File: config.mk
export PLATFORM = sky130hd
export DESIGN_NAME = trng_top
export DESIGN_NICKNAME = d
export VERILOG_FILES = /design/src/rng_cfg_pkg.sv /design/src/rng_req_pkg.sv /design/src/entropy_arbiter.sv /design/src/entropy_source.sv /design/src/output_buffer.sv /design/src/rand_drbg.sv /design/src/seed_conditioner.sv /design/src/trng_top.sv
export SDC_FILE = /design/constraint.sdc
export NUM_CORES = 2
export LEC_CHECK = 0
export BUFFER_PORTS_ARGS = -buffer_cell sky130_fd_sc_hd__clkbuf_2
export CAP_MARGIN = 10
export CORE_UTILIZATION = 40
export DETAILED_ROUTE_END_ITERATION = 12
export PLACE_DENSITY = 0.64
export SLEW_MARGIN = 20
export SYNTH_ARGS = -nofsm -noshare
export SYNTH_HDL_FRONTEND = slang
export SYNTH_HIERARCHICAL = 1
export SYNTH_SLANG_ARGS = --single-unit
File: constraint.sdc
create_clock -name clk -period 31 [get_ports clk]
set_clock_uncertainty 0.15 [all_clocks]
set_input_delay 1.55 -clock clk [delete_from_list [all_inputs] [get_ports clk]]
set_output_delay 1.55 -clock clk [all_outputs]
set_load 0.05 [all_outputs]
File: src/rng_cfg_pkg.sv
/*
 * Datapath widths and default sizes for the random number service.
 * The seed is four raw words wide and a DRBG block is two raw words wide;
 * the output buffer relies on both ratios.
 */
`default_nettype none

package rng_cfg_pkg;

    // Widths of the three data kinds
    parameter int RAW_WIDTH   = 64;
    parameter int SEED_WIDTH  = 4 * RAW_WIDTH;
    parameter int BLOCK_WIDTH = 2 * RAW_WIDTH;

    typedef logic [RAW_WIDTH-1:0]   raw_word_t;
    typedef logic [SEED_WIDTH-1:0]  seed_t;
    typedef logic [BLOCK_WIDTH-1:0] rand_block_t;

    // Defaults picked up by the top level
    parameter int DEF_OUTPUT_WIDTH   = 16;
    parameter int DEF_SEED_QUEUE_LEN = 8;

    // Excess RDRAND requests before the buffer falls back to raw words
    parameter int TRIV_THRESHOLD = 45;

    // DRBG blocks between two reseeds
    parameter int RESEED_INTERVAL = 16;

endpackage

`default_nettype wire

File: src/rng_req_pkg.sv
/*
 * Host request encoding and the state machine types.
 * Bit 2 of a request type selects RDRAND, bits 1:0 give the size
 * as 16 << n bits.
 */
`default_nettype none

package rng_req_pkg;

    typedef enum logic [2:0] {
        RDSEED_16 = 3'b000,
        RDSEED_32 = 3'b001,
        RDSEED_64 = 3'b010,
        RDRAND_16 = 3'b100,
        RDRAND_32 = 3'b101,
        RDRAND_64 = 3'b110
    } rand_req_t;

    typedef struct packed {
        logic      req;
        rand_req_t req_type;
    } host_req_s;

    typedef enum logic [1:0] {OUTPUT_IDLE, OUTPUT_SEED, OUTPUT_RAND, OUTPUT_DONE} ob_state_t;

    typedef enum logic [1:0] {BUF_INVALID, LOAD_DRBG, LOAD_TRIV, BUF_VALID} rdrand_load_state_t;

    typedef enum logic [1:0] {ARB_IDLE, ARB_WAIT_ACK, ARB_RELEASE} arb_state_t;

endpackage

`default_nettype wire

File: src/entropy_arbiter.sv
/*
 * Round-robin sharing of one entropy source between two four-phase
 * consumers. A consumer must hold req until it sees its ack and may not
 * raise req again before that ack has fallen.
 */
`timescale 1ns/1ps
`default_nettype none

module entropy_arbiter (
    input  logic                  clk,
    input  logic                  rst_n,
    input  logic                  cond_req_i,
    output logic                  cond_ack_o,
    input  logic                  drbg_req_i,
    output logic                  drbg_ack_o,
    output logic                  src_req_o,
    input  logic                  src_ack_i,
    input  rng_cfg_pkg::raw_word_t src_word_i,
    output rng_cfg_pkg::raw_word_t word_o
);

    import rng_cfg_pkg::*;
    import rng_req_pkg::*;

    arb_state_t arb_state;
    logic       grant_drbg;
    logic       last_drbg;
    logic       ack_q;
    logic       granted_req;

    assign granted_req = grant_drbg ? drbg_req_i : cond_req_i;
    assign cond_ack_o  = ack_q && !grant_drbg;
    assign drbg_ack_o  = ack_q && grant_drbg;

    always_ff @(posedge clk or negedge rst_n) begin
        if (!rst_n) begin
            arb_state  <= ARB_IDLE;
            grant_drbg <= 1'b0;
            last_drbg  <= 1'b1;
            ack_q      <= 1'b0;
            src_req_o  <= 1'b0;
        end else begin
            case (arb_state)
                ARB_IDLE: begin
                    if (cond_req_i || drbg_req_i) begin
                        // The consumer served last yields to the other one
                        grant_drbg <= drbg_req_i && (!cond_req_i || !last_drbg);
                        src_req_o  <= 1'b1;
                        arb_state  <= ARB_WAIT_ACK;
                    end
                end
                ARB_WAIT_ACK: begin
                    if (src_ack_i) begin
                        ack_q <= 1'b1;
                    end
                    if (ack_q && !granted_req) begin
                        src_req_o <= 1'b0;
                        arb_state <= ARB_RELEASE;
                    end
                end
                ARB_RELEASE: begin
                    if (!src_ack_i) begin
                        ack_q     <= 1'b0;
                        last_drbg <= grant_drbg;
                        arb_state <= ARB_IDLE;
                    end
                end
                default: arb_state <= ARB_IDLE;
            endcase
        end
    end

    always_ff @(posedge clk) begin
        if (arb_state == ARB_WAIT_ACK && src_ack_i && !ack_q) begin
            word_o <= src_word_i;
        end
    end

    // An ack only goes to a consumer that is still requesting
    a_ack_to_req: assert property (@(posedge clk) disable iff (!rst_n)
        $rose(ack_q) |-> granted_req);

    // The source must have answered before its request is withdrawn
    a_req_held: assert property (@(posedge clk) disable iff (!rst_n)
        $fell(src_req_o) |-> $past(src_ack_i));

endmodule

`default_nettype wire

File: src/entropy_source.sv
/*
 * Noise cell model: a 64-bit Galois LFSR stepping every clock.
 * LFSR_SEED must be nonzero. A word is sampled on each req rise and
 * stays valid while ack is high.
 */
`timescale 1ns/1ps
`default_nettype none

module entropy_source #(
    parameter logic [63:0] LFSR_SEED = 64'h5a3c_96e1_0f7d_2b48
) (
    input  logic        clk,
    input  logic        rst_n,
    input  logic        ent_req_i,
    output logic        ent_ack_o,
    output logic [63:0] ent_word_o
);

    // Taps for x^64 + x^63 + x^61 + x^60 + 1
    localparam logic [63:0] LFSR_TAPS = 64'hd800_0000_0000_0000;

    logic [63:0] lfsr;

    always_ff @(posedge clk or negedge rst_n) begin
        if (!rst_n) begin
            lfsr      <= LFSR_SEED;
            ent_ack_o <= 1'b0;
        end else begin
            lfsr      <= lfsr[0] ? ((lfsr >> 1) ^ LFSR_TAPS) : (lfsr >> 1);
            // Ack follows req by one cycle in both directions
            ent_ack_o <= ent_req_i;
        end
    end

    // Sample once per handshake, on the req rise
    always_ff @(posedge clk) begin
        if (ent_req_i && !ent_ack_o) begin
            ent_word_o <= lfsr;
        end
    end

endmodule

`default_nettype wire

File: src/output_buffer.sv
/*
 * Seed queue, RDRAND buffer and host beat slicing.
 * OUTPUT_WIDTH must be 8 or 16; SEED_QUEUE_LEN a power of two of at least 2.
 * Host pins are registered, so the first beat comes two cycles after req.
 */
`timescale 1ns/1ps
`default_nettype none

module output_buffer #(
    parameter int OUTPUT_WIDTH   = rng_cfg_pkg::DEF_OUTPUT_WIDTH,
    parameter int SEED_QUEUE_LEN = rng_cfg_pkg::DEF_SEED_QUEUE_LEN
) (
    input  logic                     clk,
    input  logic                     rst_n,
    input  logic                     debug_i,
    input  logic                     triv_debug_i,
    input  logic                     ob_control_i,
    input  logic                     seed_valid_i,
    input  rng_cfg_pkg::seed_t       seed_i,
    output logic                     seed_ready_o,
    input  logic                     rand_valid_i,
    input  rng_cfg_pkg::rand_block_t rand_i,
    output logic                     rand_ready_o,
    input  logic                     triv_valid_i,
    input  rng_cfg_pkg::raw_word_t   triv_i,
    output logic                     triv_ready_o,
    input  rng_req_pkg::host_req_s   host_req_i,
    output logic                     ack_o,
    output logic [OUTPUT_WIDTH-1:0]  rand_word_o,
    output logic                     rand_valid_o
);

    import rng_cfg_pkg::*;
    import rng_req_pkg::*;

    localparam int SEED_SLICES = SEED_WIDTH / OUTPUT_WIDTH;
    localparam int RAND_SLICES = BLOCK_WIDTH / OUTPUT_WIDTH;
    localparam int SIDX_W      = $clog2(SEED_SLICES);
    localparam int RIDX_W      = $clog2(RAND_SLICES) + 1;
    localparam int PTR_W       = $clog2(SEED_QUEUE_LEN);
    localparam logic [PTR_W:0] QLEN = (PTR_W+1)'(SEED_QUEUE_LEN);

    seed_t              seed_q [SEED_QUEUE_LEN];
    logic [PTR_W:0]     head, tail, head_nxt, tail_nxt;
    logic               q_full, q_empty, q_wr, seed_last;
    logic [SIDX_W-1:0]  seed_idx;
    rand_block_t        rd_buf;
    rdrand_load_state_t rd_state;
    logic [RIDX_W-1:0]  rand_idx;
    logic               triv_half;
    logic               triv_eff;
    logic [5:0]         excess;
    ob_state_t          ob_state;
    host_req_s          req_q;
    logic [2:0]         beats_left;

    assign q_empty   = (head == tail);
    assign q_full    = (head[PTR_W] != tail[PTR_W]) && (head[PTR_W-1:0] == tail[PTR_W-1:0]);
    assign q_wr      = seed_valid_i && seed_ready_o;
    assign seed_last = (ob_state == OUTPUT_SEED) && rand_valid_o && (seed_idx == '1);
    assign head_nxt  = head + q_wr;
    assign tail_nxt  = tail + seed_last;

    assign triv_eff     = (excess >= TRIV_THRESHOLD) || triv_debug_i || (debug_i && ob_control_i);
    assign rand_ready_o = (rd_state == LOAD_DRBG);
    assign triv_ready_o = (rd_state == LOAD_TRIV);
    assign ack_o        = (ob_state == OUTPUT_DONE);

    always_ff @(posedge clk) begin
        if (q_wr) begin
            seed_q[head[PTR_W-1:0]] <= seed_i;
        end
        if (rd_state == LOAD_DRBG && rand_valid_i) begin
            rd_buf <= rand_i;
        end
        if (rd_state == LOAD_TRIV && triv_valid_i) begin
            rd_buf[RAW_WIDTH*triv_half +: RAW_WIDTH] <= triv_i;
        end
    end

    // Ready is registered from the next pointers, so a full queue stops the stream at once
    always_ff @(posedge clk or negedge rst_n) begin
        if (!rst_n) begin
            head         <= '0;
            tail         <= '0;
            seed_ready_o <= 1'b0;
        end else begin
            head         <= head_nxt;
            tail         <= tail_nxt;
            seed_ready_o <= (head_nxt - tail_nxt) != QLEN;
        end
    end

    // RDRAND buffer fill, mode chosen each time the buffer runs dry
    always_ff @(posedge clk or negedge rst_n) begin
        if (!rst_n) begin
            rd_state  <= BUF_INVALID;
            rand_idx  <= '0;
            triv_half <= 1'b0;
        end else begin
            if (ob_state == OUTPUT_RAND && rand_valid_o) begin
                rand_idx <= rand_idx + 1'b1;
            end
            case (rd_state)
                BUF_INVALID: begin
                    rand_idx  <= '0;
                    triv_half <= 1'b0;
                    rd_state  <= triv_eff ? LOAD_TRIV : LOAD_DRBG;
                end
                LOAD_DRBG: if (rand_valid_i) rd_state <= BUF_VALID;
                LOAD_TRIV: begin
                    if (triv_valid_i) begin
                        triv_half <= 1'b1;
                        if (triv_half) rd_state <= BUF_VALID;
                    end
                end
                BUF_VALID: if (rand_idx == RAND_SLICES) rd_state <= BUF_INVALID;
                default:   rd_state <= BUF_INVALID;
            endcase
        end
    end

    // Host beat FSM
    always_ff @(posedge clk or negedge rst_n) begin
        if (!rst_n) begin
            ob_state   <= OUTPUT_IDLE;
            req_q      <= '0;
            beats_left <= '0;
            seed_idx   <= '0;
            excess     <= '0;
        end else begin
            req_q <= host_req_i;
            if (ob_state == OUTPUT_SEED && rand_valid_o) begin
                seed_idx <= seed_idx + 1'b1;
            end
            case (ob_state)
                OUTPUT_IDLE: begin
                    if (req_q.req) begin
                        beats_left <= 3'(((16 << req_q.req_type[1:0]) / OUTPUT_WIDTH) - 1);
                        if (req_q.req_type[2]) begin
                            ob_state <= OUTPUT_RAND;
                            if (excess != '1) excess <= excess + 1'b1;
                        end else begin
                            ob_state <= OUTPUT_SEED;
                            if (excess != '0) excess <= excess - 1'b1;
                        end
                    end
                end
                OUTPUT_SEED, OUTPUT_RAND: begin
                    if (rand_valid_o) begin
                        if (beats_left == '0) ob_state <= OUTPUT_DONE;
                        else beats_left <= beats_left - 1'b1;
                    end
                end
                OUTPUT_DONE: if (!req_q.req) ob_state <= OUTPUT_IDLE;
                default:     ob_state <= OUTPUT_IDLE;
            endcase
        end
    end

    always_comb begin
        rand_valid_o = 1'b0;
        rand_word_o  = '0;
        case (ob_state)
            OUTPUT_SEED: begin
                if (!q_empty) begin
                    rand_valid_o = 1'b1;
                    rand_word_o  = seed_q[tail[PTR_W-1:0]][OUTPUT_WIDTH*seed_idx +: OUTPUT_WIDTH];
                end
            end
            OUTPUT_RAND: begin
                if (rd_state == BUF_VALID && rand_idx < RAND_SLICES) begin
                    rand_valid_o = 1'b1;
                    rand_word_o  = rd_buf[OUTPUT_WIDTH*rand_idx +: OUTPUT_WIDTH];
                end
            end
            default: ;
        endcase
    end

    // Registered ready must agree with the pointer state
    a_no_overfill: assert property (@(posedge clk) disable iff (!rst_n)
        q_wr |-> !q_full);

    // Beats only go out while the host still holds its request
    a_beat_in_req: assert property (@(posedge clk) disable iff (!rst_n)
        rand_valid_o |-> req_q.req);

endmodule

`default_nettype wire

File: src/rand_drbg.sv
/*
 * Counter-mode generator with a 128-bit key, reseeded from two raw words
 * every RESEED_INTERVAL blocks. No block is made before the first reseed.
 * While the buffer is ready on the triv stream, raw words pass through unmixed.
 */
`timescale 1ns/1ps
`default_nettype none

module rand_drbg (
    input  logic                     clk,
    input  logic                     rst_n,
    output logic                     ent_req_o,
    input  logic                     ent_ack_i,
    input  rng_cfg_pkg::raw_word_t   ent_word_i,
    output logic                     rand_valid_o,
    output rng_cfg_pkg::rand_block_t rand_o,
    input  logic                     rand_ready_i,
    output logic                     triv_valid_o,
    output rng_cfg_pkg::raw_word_t   triv_o,
    input  logic                     triv_ready_i
);

    import rng_cfg_pkg::*;

    localparam int CNT_W = $clog2(RESEED_INTERVAL + 1);

    rand_block_t      key;
    raw_word_t        ctr;
    logic [CNT_W-1:0] blk_cnt;
    logic             key_half;
    logic             fetch_triv;
    logic             need_key;
    logic             gen;
    rand_block_t      x;
    rand_block_t      y;
    rand_block_t      mix_blk;

    assign need_key = (blk_cnt == RESEED_INTERVAL);
    assign gen      = (!rand_valid_o || rand_ready_i) && !need_key;

    // Add and AND rounds give the nonlinearity
    always_comb begin
        x       = key ^ {ctr, ~ctr};
        y       = x + {x[RAW_WIDTH-1:0], x[BLOCK_WIDTH-1:RAW_WIDTH]};
        mix_blk = y ^ ({y[98:0], y[127:99]} & {y[56:0], y[127:57]}) ^ {y[16:0], y[127:17]};
    end

    always_ff @(posedge clk or negedge rst_n) begin
        if (!rst_n) begin
            key          <= '0;
            ctr          <= '0;
            blk_cnt      <= CNT_W'(RESEED_INTERVAL);
            key_half     <= 1'b0;
            fetch_triv   <= 1'b0;
            ent_req_o    <= 1'b0;
            rand_valid_o <= 1'b0;
            triv_valid_o <= 1'b0;
        end else begin
            // Trivial words take priority over a pending reseed
            if (!ent_req_o && !ent_ack_i && !triv_valid_o && (triv_ready_i || need_key)) begin
                ent_req_o  <= 1'b1;
                fetch_triv <= triv_ready_i;
            end
            if (ent_req_o && ent_ack_i) begin
                ent_req_o <= 1'b0;
                if (fetch_triv) begin
                    triv_valid_o <= 1'b1;
                end else begin
                    key[RAW_WIDTH*key_half +: RAW_WIDTH] <=
                        key[RAW_WIDTH*key_half +: RAW_WIDTH] ^ ent_word_i;
                    key_half <= !key_half;
                    if (key_half) begin
                        blk_cnt <= '0;
                    end
                end
            end
            if (triv_valid_o && triv_ready_i) begin
                triv_valid_o <= 1'b0;
            end
            if (!rand_valid_o || rand_ready_i) begin
                rand_valid_o <= !need_key;
            end
            if (gen) begin
                ctr     <= ctr + 1'b1;
                blk_cnt <= blk_cnt + 1'b1;
            end
        end
    end

    always_ff @(posedge clk) begin
        if (gen) begin
            rand_o <= mix_blk;
        end
        if (ent_req_o && ent_ack_i && fetch_triv) begin
            triv_o <= ent_word_i;
        end
    end

endmodule

`default_nettype wire

File: src/seed_conditioner.sv
/*
 * Folds four raw words into one 256-bit seed by rotate-and-XOR.
 * The accumulator carries over from seed to seed. No new entropy is
 * requested while a finished seed waits for the buffer.
 */
`timescale 1ns/1ps
`default_nettype none

module seed_conditioner (
    input  logic                   clk,
    input  logic                   rst_n,
    output logic                   ent_req_o,
    input  logic                   ent_ack_i,
    input  rng_cfg_pkg::raw_word_t ent_word_i,
    output logic                   seed_valid_o,
    output rng_cfg_pkg::seed_t     seed_o,
    input  logic                   seed_ready_i
);

    import rng_cfg_pkg::*;

    logic [1:0] word_cnt;
    logic [1:0] prev_idx;
    raw_word_t  prev_lane;
    raw_word_t  mixed_lane;
    seed_t      acc;

    assign prev_idx   = word_cnt - 2'd1;
    assign prev_lane  = acc[RAW_WIDTH*prev_idx +: RAW_WIDTH];
    // Rotate the neighbour lane left by 13 before folding in
    assign mixed_lane = acc[RAW_WIDTH*word_cnt +: RAW_WIDTH] ^ ent_word_i
                      ^ {prev_lane[RAW_WIDTH-14:0], prev_lane[RAW_WIDTH-1:RAW_WIDTH-13]};
    assign seed_o     = acc;

    always_ff @(posedge clk or negedge rst_n) begin
        if (!rst_n) begin
            word_cnt     <= '0;
            ent_req_o    <= 1'b0;
            seed_valid_o <= 1'b0;
            acc          <= '0;
        end else begin
            if (!seed_valid_o && !ent_req_o && !ent_ack_i) begin
                ent_req_o <= 1'b1;
            end
            if (ent_req_o && ent_ack_i) begin
                ent_req_o                              <= 1'b0;
                acc[RAW_WIDTH*word_cnt +: RAW_WIDTH] <= mixed_lane;
                word_cnt                               <= word_cnt + 2'd1;
                if (word_cnt == 2'd3) begin
                    seed_valid_o <= 1'b1;
                end
            end
            if (seed_valid_o && seed_ready_i) begin
                seed_valid_o <= 1'b0;
            end
        end
    end

endmodule

`default_nettype wire

File: src/trng_top.sv
/*
 * Random number service top level. Everything runs on clk.
 * The host uses a four-phase req/ack handshake with one beat per cycle.
 */
`timescale 1ns/1ps
`default_nettype none

module trng_top #(
    parameter int          OUTPUT_WIDTH   = rng_cfg_pkg::DEF_OUTPUT_WIDTH,
    parameter int          SEED_QUEUE_LEN = rng_cfg_pkg::DEF_SEED_QUEUE_LEN,
    parameter logic [63:0] LFSR_SEED      = 64'h5a3c_96e1_0f7d_2b48
) (
    input  logic                    clk,
    input  logic                    rst_n,
    input  logic                    debug_i,
    input  logic                    triv_debug_i,
    input  logic                    ob_control_i,
    input  rng_req_pkg::host_req_s  host_req_i,
    output logic                    ack_o,
    output logic [OUTPUT_WIDTH-1:0] rand_word_o,
    output logic                    rand_valid_o
);

    import rng_cfg_pkg::*;

    logic        src_req, src_ack;
    raw_word_t   src_word, arb_word;
    logic        cond_req, cond_ack, drbg_req, drbg_ack;
    logic        seed_valid, seed_ready;
    seed_t       seed;
    logic        rand_valid, rand_ready;
    rand_block_t rand_blk;
    logic        triv_valid, triv_ready;
    raw_word_t   triv_word;

    entropy_source #(.LFSR_SEED(LFSR_SEED)) u_src (
        .clk(clk), .rst_n(rst_n),
        .ent_req_i(src_req), .ent_ack_o(src_ack), .ent_word_o(src_word)
    );

    entropy_arbiter u_arb (
        .clk(clk), .rst_n(rst_n),
        .cond_req_i(cond_req), .cond_ack_o(cond_ack),
        .drbg_req_i(drbg_req), .drbg_ack_o(drbg_ack),
        .src_req_o(src_req), .src_ack_i(src_ack),
        .src_word_i(src_word), .word_o(arb_word)
    );

    seed_conditioner u_cond (
        .clk(clk), .rst_n(rst_n),
        .ent_req_o(cond_req), .ent_ack_i(cond_ack), .ent_word_i(arb_word),
        .seed_valid_o(seed_valid), .seed_o(seed), .seed_ready_i(seed_ready)
    );

    rand_drbg u_drbg (
        .clk(clk), .rst_n(rst_n),
        .ent_req_o(drbg_req), .ent_ack_i(drbg_ack), .ent_word_i(arb_word),
        .rand_valid_o(rand_valid), .rand_o(rand_blk), .rand_ready_i(rand_ready),
        .triv_valid_o(triv_valid), .triv_o(triv_word), .triv_ready_i(triv_ready)
    );

    output_buffer #(
        .OUTPUT_WIDTH(OUTPUT_WIDTH),
        .SEED_QUEUE_LEN(SEED_QUEUE_LEN)
    ) u_obuf (
        .clk(clk), .rst_n(rst_n),
        .debug_i(debug_i), .triv_debug_i(triv_debug_i), .ob_control_i(ob_control_i),
        .seed_valid_i(seed_valid), .seed_i(seed), .seed_ready_o(seed_ready),
        .rand_valid_i(rand_valid), .rand_i(rand_blk), .rand_ready_o(rand_ready),
        .triv_valid_i(triv_valid), .triv_i(triv_word), .triv_ready_o(triv_ready),
        .host_req_i(host_req_i),
        .ack_o(ack_o), .rand_word_o(rand_word_o), .rand_valid_o(rand_valid_o)
    );

endmodule

`default_nettype wire
* Word level (Yosys, flattened, before mapping) *
Memories as Yosys holds them, arrays and structs flattened.
Index checks and enable logic that the tools add are counted.
W data, S select, Z words.

word-level totals
  flip-flop bits (word level) = 1016
  bits in writable memories = 2048
  input port bits = 9
  output and inout bits = 18
  word-level logic and storage cells = 252
  memories kept = 1

memories
  name           depth  width  rd ports  clocked after memory_dff  write ports  RTL line             source
  u_obuf.seed_q  8      256    1         0                         1            output_buffer.sv:43  seed_t seed_q [SEED_QUEUE_LEN];

cells by class
  add/subtract/negate cells = 18
  $lt $le $gt $ge = 2
  equal/unequal tests = 30
  shift operators = 12
  muxes and demuxes = 62
  bitwise operators = 12
  reduce and logical (&&, ||, !) cells = 79

operator list
  cell                         count
  $shiftx A256 B9 Y64          2
  $xor A128 B128 Y128          3
  $bwmux W128                  2
  $bwmux W256                  1
  $mux W128                    2
  $shift A64 B34 Y128 const A  2
  $shift A64 B34 Y256 const A  1
  $shiftx A256 B9 Y16          1
  $shiftx A64 B34 Y128         2
  $shiftx A64 B34 Y256         1
  $xor A64 B64 Y64             3
  $add A128 B128 Y128          1
  $and A128 B128 Y128          1
  $shiftx A128 B8 Y64          1
  $shiftx A128 B9 Y16          1
  $neg A7 Y34                  2
  $add A64 B1 Y64 const B      1
  $mux W64                     1
  $not A64 Y64                 1
  $neg A8 Y34                  1
  $mux W16                     2
  $pmux W16 S2                 1
  $shl A5 B2 Y32 const A       1
  $reduce_bool A2 Y1           14
  46 further kinds             167

* Logic depth before layout (Yosys ltp) *
  word-level depth = 9
  mapped depth = 15
  gate-level depth less buffers = 15

* Modules after synthesis *
Netlist, hierarchy kept.

by module, submodules not included
  module            times used  cells an instance  area each (sq um)  sequential area each (sq um)
  output_buffer     1           4349               86160.1            64937.3
  rand_drbg         1           2744               26790.7            10821.6
  seed_conditioner  1           1072               13874.6            6506.2
  entropy_source    1           133                3621.0             3588.4
  entropy_arbiter   1           94                 2219.6             2073.2

* Least setup slack after synthesis *
OpenSTA, ideal clock, no wires.

  path kind = flip-flop to flip-flop
  from = register u_obuf.head[2]
  to = memory u_obuf/seed_q[1][0] in the netlist's numbering (enable)
  setup time = 1186 ps
  arrival = 17946 ps
  data required time = 29664 ps
  setup slack = 11718 ps
  stages on the path, launching flop included = 3
  path buffers = 1
  clock period less this slack = 19282 ps
  cells stage by stage = dfrtp_1 -> clkbuf_1 -> nor3_1

RTL lines
  what                      RTL line             source
  start: declaration        output_buffer.sv:44  logic [PTR_W:0] head, tail, head_nxt, tail_nxt;
  start signal: assignment  output_buffer.sv:88  head <= head_nxt;
  end: declaration          output_buffer.sv:43

No word-level cell before the write port.

* Final worst setup path *
  from = register u_obuf.tail[1]
  to = output rand_word_o[1]

between the ends
  cells in the longest elaborated chain, start to end = 4
  elaborated cells on any way between the ends = 5

ends and longest elaborated chain
  what                      RTL line              source
  start: declaration        output_buffer.sv:44
  start signal: assignment  output_buffer.sv:89   tail <= tail_nxt;
  $mem_v2 Z8 W256           --
  $shiftx A256 B9 Y16       output_buffer.sv:168  rand_word_o = seed_q[tail[PTR_W-1:0]][OUTPUT_WIDTH*seed_idx +: OUTPUT_WIDTH];
  $mux W16 *                output_buffer.sv:166  if (!q_empty) begin
  $pmux W16 S2 *            output_buffer.sv:164  case (ob_state)
  end: declaration          trng_top.sv:20        output logic [OUTPUT_WIDTH-1:0] rand_word_o,

Mark *: on every way between the ends. The rest lies on a longest branch, timed or not.

==> results.tsv <==
stage	metric	value	unit
outcome	outcome	finished, final reports clean	
floorplan	die_area	0.3340	mm²
detailed_routing	drtPass1Iterations	5	
layout	nFillCells	28140	
place	hpwl	286300	µm
yosys	ys_types	119	
yosys	netlist_area	0.1327	mm²
layout	layout-drive-gt1-share	17.28	%
floorplan	die_w	577.9	µm
clock_tree	cts_tree	built	
clock_tree	numCtsBuffers	317	
yosys	syn_inst	8392	
floorplan	start_util	40.17	%
layout	seq_area	0.08795	mm²
layout	utilization	45.07	%
clock_tree	root_buffer	clkbuf_16	
detailed_routing	viasPerCell	6.015	
critical_path	cp.required	29.30	ns
sta	period_share	32.89	%
min_path	hp-class	flop to flop	
detailed_routing	first_iter_violations	9805	
critical_path	crit_start	u_obuf/tail[1]	
yosys	synthArstFlopShare	18.54	%
flow_run	max_cap_viol_count	0	
floorplan	die_h	577.9	µm
detailed_routing	wl	434900	µm
critical_path	rr_worst_depth	12	
clock_tree	cts_sinks	3064	
clock_tree	cts_setup_buffers	0	
global_route	grtUsageTotal	25.78	%
clock_tree	cts.clk_slew.worst_paths	0.06	ns
yosys	synth_warnings	6	
critical_path	crit_type	flop to primary output	
global_route	grt_pass1_wl	607900	µm
critical_path	r2r-end	u_drbg/rand_o[102]	
min_path	hold_path_depth	0	
detailed_routing	dr_total_vias	79130	
critical_path	cp-start-kind	flop	
yosys	synth_seq_cells	3064	
place	io_buffers	26	
critical_path	end_kind	primary output	
critical_path	crit_arrival	8.49	ns
global_route	grt_max_degree	121	
clock_tree	cts_resized	0	
critical_path	r2r_slack	24.51	ns
sta	slew_headroom	18.57	%
sta	grt_setup_unrepaired	no	
place	place_congestion	1.014	
sta	finalHoldViolations	0	
clock_tree	cts_max_level	5	
sta	period_needed	10.20	ns
floorplan	ioPinCount	27	
yosys	synth.net_count	8490	
sta	worst_pin_slew	1.213	ns
critical_path	cp-endpoint	rand_word_o[1]	
clock_tree	clk_latency	0.92	ns
detailed_routing	route.detailed.drc	0	
sta	hold_slack	0.2085	ns
detailed_routing	ant_nets	0	
global_route	grt_pass1_vias	77630	
global_route	antenna_found_initial	28	
clock_tree	ctsHoldBuffers	0	
layout	final_nets	8605	
sta	setup_tns	0	ns
sta	setup_viol	0	
yosys	syn_area_per_cell	15.81	µm²
sta	fmax	98.09	MHz
yosys	synth_edf_count	2368	
floorplan	core-area	0.3303	mm²
yosys	synth_top_flop_cell	edfxtp_1	
yosys	seq_area_frac_synth	66.28	%
critical_path	rr_startpoint	u_drbg/ctr[58]	
floorplan	rows	211	
min_path	hp-start	u_src/lfsr[5]	
sta	final_max_slew_viol_count	0	
clock_tree	clockBufferDepth	4	
critical_path	worstPathMaxFanout	56	
layout	syn_to_final_growth	12.19	%
layout	multi_input_area	0.04256	mm²
global_route	overflow	0	
detailed_routing	post_drt_wl_per_cell	33.06	µm
## placed cells by master, fill, tap and decap left out, types with 27 or more instances in the layout
cell type     n
a21o_1       32
o221ai_1     34
nand2_1     772
inv_1        69
dfstp_2      34
clkinv_2     49
xor2_1      193
mux4_2      541
a21oi_1     239
nand4_1      88
and4_1       41
clkbuf_1     70
buf_4       218
a22o_1       28
o21ai_0     289
nand3_1     152
xnor2_1     480
a22oi_1     148
a31oi_1      44
nor4_1       31
nand2b_1     28
clkbuf_16   323
clkbuf_8     48
dfrtp_1     527
dfxtp_1     128
ha_1         86
a221oi_1     38
nor2b_1      32
edfxtp_1   2368
and3_1       37
xnor3_1      65
nor2_1      242
o21ai_1     128
clkinv_1     36
mux2_2       27
nor3_1       67
mux2i_1     442
## worst max-delay path, stage by stage, from the launching register on
cell and delay, ns:
dfrtp_4 1.09, buf_4 0.78, buf_4 0.81, buf_4 0.74, buf_4 0.75, buf_4 0.74, mux4_2 0.41, a22o_1 0.25
a221oi_1 0.26, o21ai_1 0.14, nor4_1 0.57, o22ai_1 0.30, clkbuf_2 0.34
## sequential cells by signal (all words and copies together), names as in the netlist, 5 cells and up
signal            count
u_drbg/blk_cnt        5
u_drbg/triv_o        64
u_obuf/rd_buf       128
u_arb/word_o         64
u_src/lfsr           64
u_drbg/key          128
u_cond/seed_o       256
u_drbg/rand_o       128
u_drbg/ctr           64
u_src/ent_word_o     64
u_obuf/excess         6
u_obuf/seed_q      2048
## layer usage
layer  GRT usage (%)  routed length [µm]  vias to the layer above
met4           10.16               18510                        8
met1           35.94              177700                    41630
met5               0                  54                        -
li1                -                   -                    32760
met3           5.510               40600                      703
met2           39.51              198100                     4036
## per-stage QoR
stage	setup WS, ns	instance area, µm²	std cells
finish	20.81	148800	13160
global route	20.58	148800	13140
CTS	20.77	148800	13140
detailed placement	21.73	138200	12550
global placement	21.78	138200	12550
floorplan	11.72	132700	8392
## cell families (layout without fill, tap and decap cells)
logic type,Yosys count,count (layout),synth area share (%)
adders and majority gates,89,89,0.8507
other,0,12,0
buffers and inverters,526,911,1.964
and+or+nand+nor,1664,1664,5.919
xor gates and xnor gates,767,767,5.936
DFF,3064,3064,66.28
muxes,1011,1011,12.76
AOI/OAI and AO/OA,1271,1271,6.294
## how the worst min path moves through the flow
stage	end	slack, ns
floorplan	u_src/lfsr[0]	0.20
global placement	u_src/lfsr[48]	0.20
detailed placement	u_src/lfsr[4]	0.21
finish	u_src/lfsr[4]	0.21
global route	u_src/lfsr[4]	0.22
CTS	u_src/lfsr[4]	0.21
## layout make-up
class / count / area share [%]
diodes: 12 / 0.02018
repair buffers: 252 / 1.295
multi-input cells: 4802 / 28.59
flip-flops and latches: 3064 / 59.09
clock inverters: 148 / 1.105
clock buffers: 441 / 6.051
inverters: 70 / 0.1765
well taps: 4366 / 3.670
## synthesized netlist by cell type (all sizes together), types with 78 or more instances
cell type | n | area (µm²)
edfxtp | 2368 | 71110
nand2 | 774 | 2908
mux4 | 541 | 12180
dfrtp | 534 | 13360
xnor2 | 494 | 4405
mux2i | 442 | 4424
o21ai | 436 | 2253
nor2 | 266 | 1003
buf | 247 | 1556
a21oi | 242 | 1219
clkbuf | 209 | 785.8
xor2 | 198 | 1768
nand3 | 157 | 785.8
a22oi | 148 | 1111
dfxtp | 128 | 2562
nand4 | 90 | 575.6
ha | 87 | 1089
nor3 | 78 | 410.4
Power is not shown: default switching activity piles up to over one toggle a cycle in this logic, so the estimate is an artifact.
